[config.mk]
export PLATFORM = sky130hd
export DESIGN_NAME = uart_top
export DESIGN_NICKNAME = d
export VERILOG_FILES = /design/src/uart_pkg.sv /design/src/uart_fifo.sv /design/src/uart_encoder.sv /design/src/uart_decoder.sv /design/src/uart_regs.sv /design/src/uart_top.sv
export SDC_FILE = /design/constraint.sdc
export NUM_CORES = 1
export LEC_CHECK = 0
export BUFFER_PORTS_ARGS = -buffer_cell sky130_fd_sc_hd__buf_2
export CAP_MARGIN = 10
export CORE_ASPECT_RATIO = 0.8
export CORE_MARGIN = 4
export CORE_UTILIZATION = 43
export DETAILED_ROUTE_END_ITERATION = 8
export PLACE_DENSITY = 0.69
export SYNTH_ARGS = -nofsm -noshare
export SYNTH_HDL_FRONTEND = slang
export SYNTH_HIERARCHICAL = 1
export SYNTH_SLANG_ARGS = --single-unit
[constraint.sdc]
create_clock -name clk -period 5.8 [get_ports clk]
set_input_delay 0 -clock clk [delete_from_list [all_inputs] [get_ports clk]]
set_output_delay 0 -clock clk [all_outputs]
set_load 0.05 [all_outputs]
[src/uart_pkg.sv]
package uart_pkg;

    // 00 and 11 both mean no parity bit
    typedef enum logic [1:0] {
        PAR_NONE     = 2'b00,
        PAR_EVEN     = 2'b01,
        PAR_ODD      = 2'b10,
        PAR_NONE_ALT = 2'b11
    } parity_t;

    typedef struct packed {
        parity_t     parity;
        logic        stop_sel;     // 0: one stop bit, 1: two
        logic [23:0] baudcontrol;  // clock cycles per bit minus one
    } uart_cfg_t;

    // trmt is the msb of TXSTAT, wrdone the lsb
    typedef struct packed {
        logic       trmt;          // tx buffer empty
        logic       txbf;          // tx buffer full
        logic [4:0] buffer_count;
        logic       wrdone;        // high during the last stop bit
    } tx_status_t;

    // frame_err in bit 9, parity_err in bit 8, data below
    typedef struct packed {
        logic       frame_err;
        logic       parity_err;
        logic [7:0] data;
    } rx_frame_t;

    typedef struct packed {
        logic       rx_empty;
        logic       rx_full;
        logic [4:0] rx_count;
    } rx_status_t;

    typedef logic [2:0] addr_t;

    localparam addr_t ADDR_CON    = 3'd0;
    localparam addr_t ADDR_DIN    = 3'd1;
    localparam addr_t ADDR_BAUD   = 3'd2;
    localparam addr_t ADDR_TXSTAT = 3'd3;
    localparam addr_t ADDR_RXDATA = 3'd4;
    localparam addr_t ADDR_RXSTAT = 3'd5;

endpackage

[src/uart_fifo.sv]
`timescale 1ns/10ps

module uart_fifo #(
    parameter int  FIFO_DEPTH = 16,
    parameter type payload_t  = logic [7:0]
) (
    input  logic       clk,
    input  logic       nrst,
    input  logic       push,
    input  logic       pop,
    input  payload_t   din,
    output payload_t   dout,
    output logic [4:0] count,
    output logic       empty,
    output logic       full
);

    localparam int AW = $clog2(FIFO_DEPTH);

    payload_t       mem [FIFO_DEPTH];
    logic [AW-1:0]  wr_ptr;
    logic [AW-1:0]  rd_ptr;
    logic           do_push;   // push that is actually taken
    logic           do_pop;

    // pointers wrap at FIFO_DEPTH, which need not be a power of two
    function automatic logic [AW-1:0] next_ptr(input logic [AW-1:0] p);
        return (p == AW'(FIFO_DEPTH - 1)) ? '0 : p + 1'b1;
    endfunction

    assign empty   = (count == 5'd0);
    assign full    = (count == 5'(FIFO_DEPTH));
    assign do_push = push & ~full;    // push on a full buffer is lost
    assign do_pop  = pop & ~empty;    // pop on empty does nothing
    assign dout    = mem[rd_ptr];     // head is always visible

    always_ff @(posedge clk) begin
        if (do_push) mem[wr_ptr] <= din;
    end

    always_ff @(posedge clk) begin
        if (!nrst) begin
            wr_ptr <= '0;
            rd_ptr <= '0;
            count  <= 5'd0;
        end else begin
            if (do_push) wr_ptr <= next_ptr(wr_ptr);
            if (do_pop) rd_ptr <= next_ptr(rd_ptr);
            case ({do_push, do_pop})
                2'b10:   count <= count + 5'd1;
                2'b01:   count <= count - 5'd1;
                default: count <= count;   // none, or both at once
            endcase
        end
    end

    a_count_max: assert property (@(posedge clk) disable iff (!nrst)
        count <= 5'(FIFO_DEPTH));
    a_not_both: assert property (@(posedge clk) disable iff (!nrst)
        !(empty && full));

endmodule

[src/uart_encoder.sv]
`timescale 1ns/10ps

module uart_encoder #(
    parameter int FIFO_DEPTH = 16
) (
    input  logic                 clk,
    input  logic                 nrst,
    input  uart_pkg::uart_cfg_t  cfg,
    input  logic [7:0]           tx_data,
    input  logic                 en,
    output logic                 tx,
    output uart_pkg::tx_status_t tx_status
);

    import uart_pkg::*;

    typedef enum logic [2:0] {
        ST_IDLE, ST_START, ST_DATA, ST_PARITY, ST_STOP
    } state_t;

    state_t      state;
    logic [23:0] baud_cnt;     // cycles into the current bit
    logic [2:0]  bit_idx;      // data bit on the line
    logic [7:0]  shift;        // lsb is driven out
    logic        parity_bit;
    logic        stop_flag;    // first stop bit done
    logic        en_q;
    logic        bit_end;
    logic        par_on;
    logic        wrdone;
    logic        buf_push;
    logic        buf_pop;
    logic        buf_empty;
    logic        buf_full;
    logic [7:0]  buf_dout;
    logic [4:0]  buf_count;

    assign bit_end  = (baud_cnt == cfg.baudcontrol);
    assign par_on   = (cfg.parity == PAR_EVEN) || (cfg.parity == PAR_ODD);
    assign buf_push = en_q & ~en & ~buf_full;   // one cycle after en falls
    // head leaves the buffer once its last data bit is out
    assign buf_pop  = (state == ST_DATA) && (bit_idx == 3'd7) && bit_end;

    uart_fifo #(
        .FIFO_DEPTH (FIFO_DEPTH),
        .payload_t  (logic [7:0])
    ) tx_fifo_i (
        .clk   (clk),
        .nrst  (nrst),
        .push  (buf_push),
        .pop   (buf_pop),
        .din   (tx_data),
        .dout  (buf_dout),
        .count (buf_count),
        .empty (buf_empty),
        .full  (buf_full)
    );

    function automatic logic calc_parity(input logic [7:0] b, input parity_t p);
        return (p == PAR_ODD) ? ~(^b) : ^b;
    endfunction

    always_ff @(posedge clk) begin
        if (!nrst) en_q <= 1'b0;
        else en_q <= en;
    end

    always_ff @(posedge clk) begin
        if (!nrst) begin
            state      <= ST_IDLE;
            baud_cnt   <= 24'd0;
            bit_idx    <= 3'd0;
            shift      <= 8'd0;
            parity_bit <= 1'b0;
            stop_flag  <= 1'b0;
        end else begin
            case (state)
                ST_IDLE: begin
                    baud_cnt <= 24'd0;
                    bit_idx  <= 3'd0;
                    if (!buf_empty) begin     // load head and start
                        shift      <= buf_dout;
                        parity_bit <= calc_parity(buf_dout, cfg.parity);
                        stop_flag  <= 1'b0;
                        state      <= ST_START;
                    end
                end
                ST_START: begin
                    if (bit_end) begin
                        baud_cnt <= 24'd0;
                        state    <= ST_DATA;
                    end else baud_cnt <= baud_cnt + 24'd1;
                end
                ST_DATA: begin
                    if (bit_end) begin
                        baud_cnt <= 24'd0;
                        shift    <= {1'b0, shift[7:1]};
                        bit_idx  <= bit_idx + 3'd1;   // wraps to 0 after bit 7
                        if (bit_idx == 3'd7) state <= par_on ? ST_PARITY : ST_STOP;
                    end else baud_cnt <= baud_cnt + 24'd1;
                end
                ST_PARITY: begin
                    if (bit_end) begin
                        baud_cnt <= 24'd0;
                        state    <= ST_STOP;
                    end else baud_cnt <= baud_cnt + 24'd1;
                end
                ST_STOP: begin
                    if (bit_end) begin
                        baud_cnt <= 24'd0;
                        if (cfg.stop_sel && !stop_flag) begin
                            stop_flag <= 1'b1;          // one more stop bit
                        end else if (!buf_empty) begin  // back to back frame
                            shift      <= buf_dout;
                            parity_bit <= calc_parity(buf_dout, cfg.parity);
                            stop_flag  <= 1'b0;
                            state      <= ST_START;
                        end else state <= ST_IDLE;
                    end else baud_cnt <= baud_cnt + 24'd1;
                end
                default: state <= ST_IDLE;
            endcase
        end
    end

    always_comb begin
        tx     = 1'b1;   // idle and stop level
        wrdone = 1'b0;
        case (state)
            ST_START:  tx = 1'b0;
            ST_DATA:   tx = shift[0];
            ST_PARITY: tx = parity_bit;
            ST_STOP:   wrdone = !cfg.stop_sel || stop_flag;
            default:   tx = 1'b1;
        endcase
    end

    assign tx_status = '{trmt: buf_empty, txbf: buf_full,
                         buffer_count: buf_count, wrdone: wrdone};

    // line rests high whenever the FSM is idle
    a_idle_high: assert property (@(posedge clk) disable iff (!nrst)
        (state == ST_IDLE) |-> tx);
    a_push_taken: assert property (@(posedge clk) disable iff (!nrst)
        (buf_push && !buf_pop) |=> (buf_count == $past(buf_count) + 5'd1));

endmodule

[src/uart_decoder.sv]
`timescale 1ns/10ps

module uart_decoder (
    input  logic                clk,
    input  logic                nrst,
    input  uart_pkg::uart_cfg_t cfg,
    input  logic                rx,
    input  logic                full,
    output logic                push,
    output uart_pkg::rx_frame_t frame
);

    import uart_pkg::*;

    typedef enum logic [2:0] {
        ST_IDLE, ST_START, ST_DATA, ST_PARITY, ST_STOP
    } state_t;

    state_t      state;
    logic        rx_meta;       // first sync flop
    logic        rx_sync;       // usable line level
    logic        rx_prev;       // for edge detection
    logic [23:0] cnt;
    logic [2:0]  bit_idx;
    logic [7:0]  shift;         // bits enter at the msb
    logic        par_err;
    logic        stop_bad;      // a stop bit sampled low
    logic        stop_flag;     // first of two stop bits seen
    logic        start_fall;
    logic        at_sample;
    logic        par_on;

    assign start_fall = rx_prev & ~rx_sync;
    assign at_sample  = (cnt == cfg.baudcontrol);
    assign par_on     = (cfg.parity == PAR_EVEN) || (cfg.parity == PAR_ODD);

    always_ff @(posedge clk) begin
        if (!nrst) begin
            rx_meta <= 1'b1;
            rx_sync <= 1'b1;
            rx_prev <= 1'b1;
        end else begin
            rx_meta <= rx;
            rx_sync <= rx_meta;
            rx_prev <= rx_sync;
        end
    end

    always_ff @(posedge clk) begin
        if (!nrst) begin
            state     <= ST_IDLE;
            cnt       <= 24'd0;
            bit_idx   <= 3'd0;
            shift     <= 8'd0;
            par_err   <= 1'b0;
            stop_bad  <= 1'b0;
            stop_flag <= 1'b0;
            push      <= 1'b0;
        end else begin
            push <= 1'b0;
            case (state)
                ST_IDLE: begin
                    cnt       <= 24'd0;
                    bit_idx   <= 3'd0;
                    par_err   <= 1'b0;
                    stop_bad  <= 1'b0;
                    stop_flag <= 1'b0;
                    if (start_fall) state <= ST_START;
                end
                ST_START: begin
                    if (cnt == (cfg.baudcontrol >> 1)) begin   // mid start bit
                        cnt   <= 24'd0;
                        state <= rx_sync ? ST_IDLE : ST_DATA;  // glitch, back off
                    end else cnt <= cnt + 24'd1;
                end
                ST_DATA: begin
                    if (at_sample) begin
                        cnt     <= 24'd0;
                        shift   <= {rx_sync, shift[7:1]};   // lsb first on the line
                        bit_idx <= bit_idx + 3'd1;
                        if (bit_idx == 3'd7) state <= par_on ? ST_PARITY : ST_STOP;
                    end else cnt <= cnt + 24'd1;
                end
                ST_PARITY: begin
                    if (at_sample) begin
                        cnt     <= 24'd0;
                        // even: bit must equal xor of data, odd: its inverse
                        par_err <= rx_sync ^ (^shift) ^ (cfg.parity == PAR_ODD);
                        state   <= ST_STOP;
                    end else cnt <= cnt + 24'd1;
                end
                ST_STOP: begin
                    if (at_sample) begin
                        cnt <= 24'd0;
                        if (cfg.stop_sel && !stop_flag) begin
                            stop_flag <= 1'b1;
                            stop_bad  <= ~rx_sync;
                        end else begin
                            push  <= ~full;   // no room, frame is dropped
                            state <= ST_IDLE;
                        end
                    end else cnt <= cnt + 24'd1;
                end
                default: state <= ST_IDLE;
            endcase
        end
    end

    // payload captured with the push
    always_ff @(posedge clk) begin
        if (state == ST_STOP && at_sample) begin
            frame <= '{frame_err: stop_bad | ~rx_sync, parity_err: par_err, data: shift};
        end
    end

    // push is decided a cycle ahead, full must not have risen since
    a_no_push_full: assert property (@(posedge clk) disable iff (!nrst)
        push |-> !full);

endmodule

[src/uart_regs.sv]
`timescale 1ns/10ps

module uart_regs (
    input  logic                 clk,
    input  logic                 nrst,
    input  logic                 wr,
    input  logic                 rd,
    input  uart_pkg::addr_t      addr,
    input  logic [31:0]          wdata,
    output logic [31:0]          rdata,
    output uart_pkg::uart_cfg_t  cfg,
    output logic [7:0]           tx_data,
    output logic                 en,
    input  uart_pkg::tx_status_t tx_status,
    output logic                 rx_pop,
    input  uart_pkg::rx_frame_t  rx_frame,
    input  uart_pkg::rx_status_t rx_status
);

    import uart_pkg::*;

    // pop together with the read, frame is latched into rdata at the same edge
    assign rx_pop = rd && (addr == ADDR_RXDATA) && !rx_status.rx_empty;

    always_ff @(posedge clk) begin
        if (!nrst) begin
            cfg <= '0;      // no parity, one stop bit, divisor 0
            en  <= 1'b0;
        end else if (wr) begin
            case (addr)
                ADDR_CON: begin
                    en           <= wdata[0];
                    cfg.parity   <= parity_t'(wdata[2:1]);
                    cfg.stop_sel <= wdata[3];
                end
                ADDR_BAUD: cfg.baudcontrol <= wdata[23:0];
                default:   en <= en;
            endcase
        end
    end

    always_ff @(posedge clk) begin
        if (wr && addr == ADDR_DIN) tx_data <= wdata[7:0];
    end

    always_ff @(posedge clk) begin
        if (!nrst) begin
            rdata <= 32'd0;
        end else if (rd) begin
            case (addr)
                ADDR_CON:    rdata <= {28'd0, cfg.stop_sel, cfg.parity, en};
                ADDR_DIN:    rdata <= {24'd0, tx_data};
                ADDR_BAUD:   rdata <= {8'd0, cfg.baudcontrol};
                ADDR_TXSTAT: rdata <= {24'd0, tx_status};
                ADDR_RXDATA: rdata <= rx_status.rx_empty ? 32'd0 : {22'd0, rx_frame};
                ADDR_RXSTAT: rdata <= {25'd0, rx_status};
                default:     rdata <= 32'd0;   // unmapped
            endcase
        end
    end

endmodule

[src/uart_top.sv]
`timescale 1ns/10ps

module uart_top #(
    parameter int FIFO_DEPTH = 16
) (
    input  logic            clk,
    input  logic            nrst,
    input  logic            wr,
    input  logic            rd,
    input  uart_pkg::addr_t addr,
    input  logic [31:0]     wdata,
    output logic [31:0]     rdata,
    output logic            tx,
    input  logic            rx
);

    import uart_pkg::*;

    uart_cfg_t  cfg;
    tx_status_t tx_status;
    rx_status_t rx_status;
    rx_frame_t  dec_frame;     // decoder to fifo
    rx_frame_t  rx_frame;      // fifo head to registers
    logic [7:0] tx_data;
    logic       en;
    logic       dec_push;
    logic       rx_pop;
    logic [4:0] rx_count;
    logic       rx_empty;
    logic       rx_full;

    assign rx_status = '{rx_empty: rx_empty, rx_full: rx_full, rx_count: rx_count};

    uart_regs regs_i (
        .clk       (clk),
        .nrst      (nrst),
        .wr        (wr),
        .rd        (rd),
        .addr      (addr),
        .wdata     (wdata),
        .rdata     (rdata),
        .cfg       (cfg),
        .tx_data   (tx_data),
        .en        (en),
        .tx_status (tx_status),
        .rx_pop    (rx_pop),
        .rx_frame  (rx_frame),
        .rx_status (rx_status)
    );

    uart_encoder #(.FIFO_DEPTH(FIFO_DEPTH)) encoder_i (
        .clk       (clk),
        .nrst      (nrst),
        .cfg       (cfg),
        .tx_data   (tx_data),
        .en        (en),
        .tx        (tx),
        .tx_status (tx_status)
    );

    uart_decoder decoder_i (
        .clk   (clk),
        .nrst  (nrst),
        .cfg   (cfg),
        .rx    (rx),
        .full  (rx_full),
        .push  (dec_push),
        .frame (dec_frame)
    );

    uart_fifo #(
        .FIFO_DEPTH (FIFO_DEPTH),
        .payload_t  (rx_frame_t)
    ) rx_fifo_i (
        .clk   (clk),
        .nrst  (nrst),
        .push  (dec_push),
        .pop   (rx_pop),
        .din   (dec_frame),
        .dout  (rx_frame),
        .count (rx_count),
        .empty (rx_empty),
        .full  (rx_full)
    );

endmodule

## After elaboration in Yosys (flattened, before gate mapping)

Memories as Yosys holds them, arrays and structs flattened. A register that Yosys moved wholly into a read port is not among the register bits.
Cells that the tools add are included.

- Flip-flop bits (word level): 190
- RAM bits: 288
- Word-level logic and storage cells: 226
- Memories kept: 2

- Add/subtract/negate cells: 12
- Equal/unequal tests: 45
- Muxes and demuxes: 68
- Bitwise logic cells: 20
- Reduce and logical (&&, ||, !) cells: 46

Memory list:

| memory | depth | bits a word | rd ports | clocked after Yosys merged registers in | write ports | RTL line | text |
|---|---|---|---|---|---|---|---|
| rx_fifo_i.mem | 16 | 10 | 1 | 1 | 1 | uart_fifo.sv:20 | `payload_t mem [FIFO_DEPTH];` |
| encoder_i.tx_fifo_i.mem | 16 | 8 | 1 | 1 | 1 | uart_fifo.sv:20 |  |

Operator list:

| operator | count |
|---|---|
| $pmux 32 s6 | 1 |
| $mux 24 | 3 |
| $pmux 24 s3 | 1 |
| $mux 3 | 17 |
| $add 24x1->24 const B | 2 |
| $eq 24x24->1 | 2 |
| $pmux 24 s2 | 1 |
| $mux 4 | 8 |
| $mux 8 | 4 |
| $pmux 3 s5 | 2 |
| $eq 24x23->1 | 1 |
| $pmux 8 s3 | 1 |
| $ne 2x1->1 const B | 11 |
| $pmux 5 s2 | 2 |
| $eq 3x2->1 const B | 6 |
| $eq 3x3->1 const B | 6 |
| $mux 1 | 18 |
| $add 4x1->4 const B | 4 |
| $eq 4x4->1 const B | 4 |
| $reduce_bool 2->1 | 8 |
| $reduce_xor 8->1 | 2 |
| $reduce_and 2->1 | 7 |
| $reduce_and 7->1 | 2 |
| $pmux 3 s2 | 2 |
| 26 further kinds | 76 |

## Longest topological paths before layout

Gate-level depths: netlist of run 1.

- Depth in word-level cells: 7
- Depth in mapped cells: 16
- Gate-level depth less buffers: 14

## Modules after synthesis

The synthesis of run 1 kept the hierarchy.

Modules (own cells, without submodules):

| module | times used | cells an instance | area an instance (um^2) | seq. area each (um^2) |
|---|---|---|---|---|
| uart_fifo (rx_fifo_i) | 1 | 376 | 7040.5 | 5144.9 |
| uart_fifo (encoder_i.tx_fifo_i) | 1 | 299 | 5880.6 | 4184.0 |
| uart_decoder | 1 | 375 | 3293.2 | 1201.2 |
| uart_regs | 1 | 292 | 2906.5 | 1281.2 |
| uart_encoder | 1 | 306 | 2631.3 | 820.8 |

## Least setup slack after synthesis of run 1

No wires, ideal clock.

- Path kind: reg-to-reg
- From: reg rx_fifo_i.count[0]
- To: reg rx_fifo_i.count[4]
- Arrival time: 3259 ps
- Slack: 2476 ps
- Stages on the path, launching flop included: 15
- Buffers on the path: 1
- Path through: dfxtp_1 > or4_4 > nor2_1 > nor4b_4 > and2_1 > o21ai_1 > inv_1 > ha_1 > clkbuf_1 > xor2_1 > ha_1 > o21ai_0 > or3_1 > a2111oi_0 > nand4b_1

- Cells in the longest elaborated chain, start to end: 6

Ends and longest elaborated chain:

| item | RTL line | text |
|---|---|---|
| start: declaration | uart_fifo.sv:13 | `output logic [4:0] count,` |
| start signal: assignment | uart_fifo.sv:50 | `2'b10: count <= count + 5'd1;` |
| start signal: assignment | uart_fifo.sv:51 | `2'b01: count <= count - 5'd1;` |
| start signal: assignment | uart_fifo.sv:52 | `default: count <= count;` |
| $logic_not 5->1 * | uart_fifo.sv:31 | `assign empty = (count == 5'd0);` |
| via rx_empty | uart_top.sv:29 | `logic rx_empty;` |
| $logic_not 1->1 * | uart_regs.sv:23 | `assign rx_pop = rd && (addr == ADDR_RXDATA) && !rx_status.rx_empty;` |
| $logic_and 1x1->1 * | uart_regs.sv:23 |  |
| via rx_pop | uart_top.sv:27 | `logic rx_pop;` |
| $and 1x1->1 * | uart_fifo.sv:34 | `assign do_pop = pop & ~empty;` |
| $eq 2x1->1 or $eq 2x2->1 (tied branches) | uart_fifo.sv:49 | `case ({do_push, do_pop})` |
| $pmux 5 s2 or $reduce_bool 2->1 (tied branches) | -- |  |

Mark *: on every way through the listed nets, which the timed path passes. The rest lies on a longest branch.
A chain may end at the register's enable or synchronous reset.

## Worst setup path after layout of run 1

- From: reg encoder_i.state[2]
- To: reg encoder_i.tx_fifo_i.count[2]

- Cells in the longest elaborated chain, start to end: 6

Ends and longest elaborated chain:

| item | RTL line | text |
|---|---|---|
| start: declaration | uart_encoder.sv:21 | `state_t state;` |
| start signal: assignment | uart_encoder.sv:99 | `if (bit_idx == 3'd7) state <= par_on ? ST_PARITY : ST_STOP;` |
| $eq 3x2->1 * | uart_encoder.sv:42 | `assign buf_pop = (state == ST_DATA) && (bit_idx == 3'd7) && bit_end;` |
| $logic_and 1x1->1 * (2 in a row) | uart_encoder.sv:42 |  |
| via encoder_i.buf_pop | uart_encoder.sv:32 | `logic buf_pop;` |
| $and 1x1->1 * | uart_fifo.sv:34 |  |
| $eq 2x1->1 or $eq 2x2->1 (tied branches) | uart_fifo.sv:49 |  |
| $pmux 5 s2 or $reduce_bool 2->1 (tied branches) | -- |  |
| end signal: assignment | uart_fifo.sv:50 |  |
| end signal: assignment | uart_fifo.sv:51 |  |
| end signal: assignment | uart_fifo.sv:52 |  |
| end: declaration | uart_fifo.sv:13 |  |

Marked as above.

==> impl_metrics.yaml, run 1 <==
yosys:
  synth_area_mm2: 0.0218
  ys_ff_latch: 478
  netlist_instances: 1648
  synthArstFlopShare: 0
  synth_top_area_cell: "edfxtp_1"
  synth_edf_count: 306
  syn_avg_cell_area_um2: 13.2
  ys.warnings.count: 6
  synthDominantCellAreaShare: 0.422
  synth_common_cells: "edfxtp_1, dfxtp_1, nand2_1, xor2_1, mux4_2"
  ys_seq_area_frac: 0.581
  synth.distinct_cells: 101
  ys.flop_type: "edfxtp_1"
  yosys-top-cells-area: "edfxtp_1, dfxtp_1, mux4_2"
  synth.most_common_cell: "edfxtp_1"
clocking:
  cts_sinks: 478
  cts_tree: "built"
  clk_latency_ns: 0.58
  cts_root_buf: "clkbuf_16"
  cts_buffer_depth: 3
  clkTransAtPathRegs_ns: 0.07
  cts.repair.resized: 0
  cts_buffers: 47
  cts_max_level: 2
placement:
  numPortBuffers: 56
  dp_hpwl_mm: 32.5
  gp_congestion: 0.864
finish:
  multi_input_area_mm2: 0.00839
  drive_gt1_frac: 0.182
  area_growth_syn_to_layout_pct: 11.8
  regArea_mm2: 0.0126
  fin_nets: 1755
  diodes: 0
  filler_cell_count: 4311
worst_hold_path:
  whs_path_depth: 3
  hold_class: "input pin to flop"
  min_from: "addr[0]"
worst_setup_path:
  r2r_cells: 13
  criticalPathCategory: "flop to flop"
  worstPathArrival_ns: 4.49
  crit_start: "encoder_i/state[2]"
  required_ns: 6.30
  r2r_start: "encoder_i/state[2]"
  start_kind: "flop"
  critPathMaxFanout: 22
  crit_path_end_kind: "flop"
grt:
  antenna_found_initial: 1
  track_usage: 0.179
  grt_start_max_net_pins: 68
  grt_pass1_wl_mm: 76.3
  grt_pass1_vias: 13100
  overflow: 0
floorplanning:
  ios: 73
  core_mm2: 0.0499
  start_util: 0.436
  die_w_um: 259
  die_height_um: 209
  rows: 73
  dieArea_mm2: 0.0543
power_and_ir_drop:
  ir_worst_vdd_uv: 234
  fin_total_pwr_w: 0.00709
  power_density_mw_per_mm2: 292
  leakagePower_nw: 8.62
detailed_routing:
  vias: 13500
  drc_errors: 0
  drt-initial-drc-count: 1068
  routed_wl_mm: 49.2
  wl_per_cell_um: 20.5
  ant_nets: 0
  vias_per_cell: 5.62
  drt_pass1_iterations: 5
timing:
  fin_crit_sh: 0.689
  finalHoldViolCount: 0
  worstMarginPinSlew_ns: 1.20
  fin_setup_tns_ns: 0
  fmax_mhz: 250
  period_needed_ns: 4.00
  finClkSkew_ns: 0.0334
  slew_viol_final: 0
  final-setup-viol-count: 0
  rsz0062_at_grt: "no"
  max-slew-margin-rel: 0.200
status:
  status: "finished clean"
flow_run:
  cap_violations: 0
worst paths after layout:
check	to	slack, ns
setup / recovery	encoder_i/tx_fifo_i/count[2]	1.80
hold / removal	regs_i/rdata[4]	0.03
setup reg to reg	encoder_i/tx_fifo_i/count[2]	1.80
hold reg to reg	decoder_i/rx_sync	0.41
critical path: stages, from the launching register on:
cell     delay, ns
dfxtp_1       0.59
inv_1         0.44
nand3_1       0.50
nor3_2        0.49
and2_1        0.27
o21ai_4       0.11
inv_1         0.09
ha_1          0.35
xor2_1        0.19
ha_1          0.22
a21oi_1       0.07
xor2_1        0.16
or3_1         0.31
a21oi_1       0.15
routing by layer:
metal,vias up,track usage,part of all wire
met5,-,0,0.00014
met4,2,0.0450,0.023
met3,70,0.0448,0.073
met2,432,0.268,0.45
met1,6735,0.261,0.45
li1,6265,-,-
area by class of cell:
| type | instances | area share |
|---|---|---|
| timing repair buffer | 97 | 0.0274 |
| clock buffer | 59 | 0.0515 |
| clock inverter | 28 | 0.0148 |
| tap | 675 | 0.0347 |
| inverter | 44 | 0.00700 |
| multi-input combinational | 1022 | 0.345 |
| sequential | 478 | 0.520 |
kinds of logic after synthesis:
kind of cell | Yosys count | share of synthesized area
and+or+nand+nor | 497 | 0.130
DFF | 478 | 0.581
AOI/OAI and AO/OA | 242 | 0.0805
buffers and inverters | 155 | 0.0364
muxes | 133 | 0.110
xor gates and xnor gates | 117 | 0.0477
adders and majority gates | 25 | 0.0144
other | 1 | 0.000172
cell usage in the layout (no fill, tap or decap), drive strengths merged, types with 18 or more instances in the layout:
cell	count
a22oi	29
ha	25
dlygate4sd3	30
dfxtp	172
clkinv	18
mux4	80
edfxtp	306
mux2i	38
nand2	147
xor2	95
buf	67
o21ai	40
a21oi	55
clkbuf	59
nor4	23
inv	44
nand3	43
nor2	45
a21boi	29
nor2b	54
and3	26
xnor2	21
nor3	46
nand4	22
metrics by stage:
stage               hold slack (ns)  area, um^2   util  std cells  worst slack [ns]
floorplan                    0.0989       21800      -       1655              2.48
global placement              0.188       22400  0.449       2285              1.99
detailed placement            0.190       22400  0.449       2285              1.85
CTS                        0.000820       24300  0.487       2402              1.81
global route                 0.0512       24300  0.488       2403              1.45
finish                       0.0337       24300  0.488       2403              1.80
repair_timing:
action                    CTS  global route
setup buffers               0             0
hold buffers               30             0
hold endpoints to repair   58             0
state kept, by name, summed over array words and instances, names as in the netlist, 4 cells and up, named ones only:
name,cells
regs_i/rdata,24
decoder_i/cnt,24
encoder_i/tx_fifo_i/count,5
regs_i/cfg,27
encoder_i/tx_fifo_i/rd_ptr,4
rx_fifo_i/count,5
rx_fifo_i/rd_ptr,4
regs_i/tx_data,8
decoder_i/shift,8
decoder_i/frame,10
encoder_i/shift,8
rx_fifo_i/wr_ptr,4
encoder_i/baud_cnt,24
encoder_i/tx_fifo_i/wr_ptr,4
encoder_i/tx_fifo_i/mem,128
rx_fifo_i/mem,160
report_power, final:
| part | internal [W] | total (W) | switching (W) |
|---|---|---|---|
| sequential | 0.00360 | 0.00364 | 0.0000376 |
| clock | 0.00185 | 0.00316 | 0.00131 |
| combinational | 0.000100 | 0.000293 | 0.000193 |
(Power assumes the default switching activity.)
==> run 2, diff against run 1 <==
- PLACE_DENSITY: 0.69 -> 0.71
- clock period: 5.8 -> 3.5 ns (I/O delays scaled with it)
==> run 2 against run 1 <==
  * Sequential power up 65%
  * Hold slack better by 0.037 ns
  * Wire length grew 1.1%
  * Highest routed layer unchanged
  * First-iteration DRC count is 14% higher
  * Non-clock buffer count increased by 33
  * Combinational power grew 76%
  * Global-route usage increased by 0.45 points
  * Die area unchanged
  * Power increased by 67%
==> impl_metrics.yaml, run 2 (synthesized netlist as in run 1, its figures left out) <==
flow_run:
  cap_violations: 0
worst_hold_path:
  min_from: "addr[1]"
  whs_path_depth: 3
  hold_class: "input pin to flop"
finish:
  reg.largest.list: "rx_fifo_i/mem: 160 flops, encoder_i/tx_fifo_i/mem: 128 flops, regs_i/cfg: 27 flops"
  diodes: 0
  layout_commonest_cell: "edfxtp_1"
  final_cell_mix: "edfxtp_1, dfxtp_1, nand2_1"
  largest_register_ffs: 160
  filler_cell_count: 4249
  drive_gt1_frac: 0.200
  regMostFlops: "rx_fifo_i/mem"
  area_growth_syn_to_layout_pct: 13.2
  final_cells: 2437
  fin_nets: 1788
timing:
  slew_viol_final: 0
  finalHoldViolCount: 0
  worstMarginPinSlew_ns: 1.05
  fin_setup_tns_ns: 0
  fin_crit_sh: 0.926
  max-slew-margin-rel: 0.301
  final-setup-viol-count: 0
  finClkSkew_ns: 0.0314
  fmax_mhz: 309
  rsz0062_at_grt: "no"
  period_needed_ns: 3.24
detailed_routing:
  ant_nets: 0
  wl_per_cell_um: 20.4
  vias: 13700
  vias_per_cell: 5.62
  drt-initial-drc-count: 1219
  routed_wl_mm: 49.7
  drc_errors: 0
  drt_pass1_iterations: 5
worst_setup_path:
  crit_path_end_kind: "flop"
  crit_start: "rx_fifo_i/count[0]"
  reg2reg_to: "rx_fifo_i/count[4]"
  cp_common_cell: "ha_1"
  start_kind: "flop"
  criticalPathCategory: "flop to flop"
  critPathMaxFanout: 6
  endpoint: "rx_fifo_i/count[4]"
  r2r_cells: 13
  cp_cell_sequence: "or4_4 -> nor2_1 -> nor4b_4 -> and2_1 -> o21ai_1 -> inv_1 -> ha_1 -> xor2_1 -> ha_1 -> o21ai_0 -> or3_1 -> a2111oi_0 -> nand4b_1"
  critPathSlowestCell: "or4_4"
  required_ns: 4.05
  reg2reg_slack_ns: 0.26
  slowest_delay_ns: 0.57
  r2r_start: "rx_fifo_i/count[0]"
  worstPathArrival_ns: 3.79
placement:
  numPortBuffers: 56
  gp_congestion: 0.858
  dp_cells: 2318
  dp_hpwl_mm: 33.6
clocking:
  post_cts_buffers: 0
  clkTransAtPathRegs_ns: 0.07
  cts_max_level: 2
  cts_sinks: 478
  cts_buffers: 47
  cts_buffer_depth: 3
  clk_latency_ns: 0.61
  cts_root_buf: "clkbuf_16"
  cts.repair.resized: 0
  cts_tree: "built"
floorplanning:
  rows: 73
  ios: 73
  dieArea_mm2: 0.0543
  die_height_um: 209
  start_util: 0.436
  core_mm2: 0.0499
  die_w_um: 259
power_and_ir_drop:
  power_density_mw_per_mm2: 482
  leakagePower_nw: 8.81
  ir_worst_vdd_uv: 353
grt:
  antenna_found_initial: 2
  grt_pass1_wl_mm: 78.1
  grt_start_max_net_pins: 54
  overflow: 0
  track_usage: 0.183
  grt_pass1_vias: 13400
status:
  status: "finished clean"
-- run 2: changes by cell type in the layout (fill, tap and decap cells not counted), sizes merged --
cell / delta
dlygate4sd3: +1
clkinv: -1
clkinvlp: +3
inv: +1
buf: +32
bufinv: -2
-- run 2: worst min path at each step --
stage	end	slack [ns]
2_1_floorplan	regs_i/tx_data[0]	0.1
3_3_place_gp	decoder_i/rx_meta	0.19
3_5_place_dp	decoder_i/rx_meta	0.19
4_1_cts	regs_i/rdata[7]	0.04
5_1_grt	regs_i/cfg[25]	0.12
6_report	regs_i/rdata[7]	0.07
-- run 2: layout make-up --
cell class | instances | area [um^2] | share of cell area
multi-input combinational | 1022 | 8380 | 0.340
sequential | 478 | 12600 | 0.513
timing repair buffer | 130 | 941 | 0.0382
tap | 675 | 845 | 0.0343
inverter | 44 | 170 | 0.00691
clock buffer | 59 | 1310 | 0.0533
clock inverter | 29 | 352 | 0.0143
-- run 2: timing repair --
action,4_1_cts,5_1_grt
setup endpoints to repair,0,0
hold buffers,31,0
hold endpoints to repair,72,0
-- run 2: where the power goes --
group / total (W) / switching, W / internal (W)
combinational: 0.000517 / 0.000334 / 0.000182
clock: 0.00533 / 0.00226 / 0.00307
sequential: 0.00602 / 0.0000539 / 0.00597
-- run 2: worst max-delay path: cells and delay by family (launching register included) --
kind / cells / cell delay [ns]
simple gates: 6 / 1.62
xor+xnor: 1 / 0.15
buf+inv: 1 / 0.08
fa+ha+maj: 2 / 0.42
compound gates: 3 / 0.56
flops: 1 / 0.36
-- run 2: per-stage QoR --
step	util	power, W	worst slack, ns	hold slack, ns	area, um^2
2_1_floorplan	-	0.00648	0.176	0.0989	21800
5_1_grt	0.494	0.0123	0.0210	0.118	24600
4_1_cts	0.494	0.0120	0.270	0.0437	24600
3_5_place_dp	0.454	0.00663	0.285	0.186	22700
3_3_place_gp	0.454	0.00662	0.308	0.187	22700
6_report	0.494	0.0119	0.259	0.0708	24600
-- run 2: routing by layer --
metal  global-route usage  part of all wire
met2                0.272              0.45
met5                    0           0.00030
met1                0.273              0.45
met4               0.0510             0.023
met3               0.0382             0.082
==> run 3, diff against run 2 <==
- CORE_UTILIZATION: 43 -> 49
- PLACE_DENSITY: 0.71 -> 0.78
==> run 3 against run 2 <==
  * Non-clock buffer count up 14
  * Worst setup slack better by 0.011 ns
  * Die area fell by 12%
  * Clock power shrank 4.7%
  * Combinational power is essentially flat
  * Core utilization grew 7.2 points
  * Wire length increased by 1.6%
  * Clock skew is 0.026 ns higher
  * Register-to-register slack barely moved
  * Sequential cell count stayed put
  * Power down 2.0%
  * Final area is 0.14% lower
  * Critical path type unchanged
  * Largest power group unchanged
==> impl_metrics.yaml, run 3 (synthesized netlist as in run 1, its figures left out) <==
power_and_ir_drop:
  leakagePower_nw: 8.81
  ir_worst_vdd_uv: 426
  power_density_mw_per_mm2: 473
clocking:
  cts_sinks: 478
  cts.repair.resized: 0
  cts_buffer_depth: 3
  cts_buffers: 45
  post_cts_buffers: 0
  cts_root_buf: "clkbuf_16"
  clk_latency_ns: 0.59
  clkTransAtPathRegs_ns: 0.07
  cts_tree: "built"
  cts_max_level: 2
  cts-hold-fix-buffers: 43
finish:
  layout_commonest_cell: "edfxtp_1"
  filler_cell_count: 3358
  multi_input_area_mm2: 0.00838
  reg.largest.list: "rx_fifo_i/mem: 160 flops, encoder_i/tx_fifo_i/mem: 128 flops, regs_i/cfg: 27 flops"
  regArea_mm2: 0.0126
  fin_nets: 1800
  regMostFlops: "rx_fifo_i/mem"
  drive_gt1_frac: 0.198
  largest_register_ffs: 160
  final_cell_mix: "edfxtp_1, dfxtp_1, nand2_1"
  area_growth_syn_to_layout_pct: 13.1
worst_setup_path:
  critPathMaxFanout: 6
  start_kind: "flop"
  worstPathArrival_ns: 3.76
  criticalPathCategory: "flop to flop"
  required_ns: 4.03
  crit_path_end_kind: "flop"
grt:
  grt_start_max_net_pins: 74
  overflow: 0
  grt_pass1_wl_mm: 78.0
  antenna_found_initial: 3
  grt_pass1_vias: 13500
  track_usage: 0.207
detailed_routing:
  drc_errors: 0
  drt-initial-drc-count: 1435
  drt_pass1_iterations: 8
  vias: 14000
  ant_nets: 0
  routed_wl_mm: 50.5
  wl_per_cell_um: 21.4
  vias_per_cell: 5.90
floorplanning:
  die_height_um: 196
  die_w_um: 244
  dieArea_mm2: 0.0478
  rows: 68
  core_mm2: 0.0435
  start_util: 0.500
  ios: 73
timing:
  max-slew-margin-rel: 0.230
  fmax_mhz: 310
  fin_crit_sh: 0.923
  final-setup-viol-count: 0
  whs_ns: 0.0413
  rsz0062_at_grt: "no"
  period_needed_ns: 3.23
  finalHoldViolCount: 0
  fin_setup_tns_ns: 0
  slew_viol_final: 0
  worstMarginPinSlew_ns: 1.15
  finClkSkew_ns: 0.0572
status:
  status: "finished clean"
placement:
  gp_congestion: 0.896
  dp_hpwl_mm: 33.2
  numPortBuffers: 56
flow_run:
  cap_violations: 0
worst_hold_path:
  hold_class: "input pin to flop"
-- run 3: changes by cell type in the layout (fill, tap and decap cells not counted), sizes merged --
cell,before,now
clkinv,17,15
dlygate4sd3,31,43
buf,99,101
diode,0,2
clkbuf,59,57
clkinvlp,6,3
bufinv,5,3
inv,45,47
-- run 3: routing by layer --
| metal | track usage | part of all wire | vias up |
|---|---|---|---|
| met1 | 0.301 | 0.43 | 6956 |
| met5 | 0 | 0.00026 | - |
| met2 | 0.333 | 0.47 | 584 |
| met4 | 0.0472 | 0.021 | 2 |
| met3 | 0.0332 | 0.081 | 81 |
| li1 | - | - | 6339 |
-- run 3: per-stage QoR --
stage	power [W]	utilization	std cells	cell area [um^2]	setup slack, ns
2_1_floorplan	0.00648	-	1655	21800	0.176
3_3_place_gp	0.00661	0.520	2240	22600	0.330
3_5_place_dp	0.00662	0.520	2240	22600	0.318
4_1_cts	0.0117	0.566	2364	24600	0.292
5_1_grt	0.0120	0.566	2366	24600	0.0565
6_report	0.0116	0.566	2366	24600	0.270
-- run 3: path summary, 6_finish.rpt --
check | startpoint | endpoint | slack (ns) | cells after the start
setup / recovery | rx_fifo_i/count[0] | rx_fifo_i/count[4] | 0.27 | 12
hold / removal | addr[1] | regs_i/rdata[2] | 0.04 | 3
setup reg to reg | rx_fifo_i/count[0] | rx_fifo_i/count[4] | 0.27 | 12
hold reg to reg | decoder_i/rx_meta | decoder_i/rx_sync | 0.41 | 1
-- run 3: worst max-delay path: stages (launching register included) --
cell	delay [ns]
dfxtp_1	0.38
or4_4	0.58
nor2_1	0.23
nor4b_4	0.11
and2_1	0.20
o21ai_1	0.10
inv_1	0.08
ha_1	0.22
ha_1	0.34
o21ai_0	0.09
or3_1	0.36
a2111oi_0	0.33
nand4b_1	0.15
-- run 3: layout make-up --
class | count | share of cell area
Tap cell | 595 | 0.0303
Timing Repair Buffer | 144 | 0.0442
Clock buffer | 57 | 0.0531
Antenna cell | 2 | 0.000203
Inverter | 44 | 0.00692
Clock inverter | 24 | 0.0110
Multi-Input combinational cell | 1022 | 0.341
Sequential cell | 478 | 0.514
-- run 3: power by group --
part	leakage, nW	switching, W	internal (W)
clock	0.774	0.00218	0.00291
combinational	3.89	0.000335	0.000183
sequential	4.15	0.0000553	0.00597
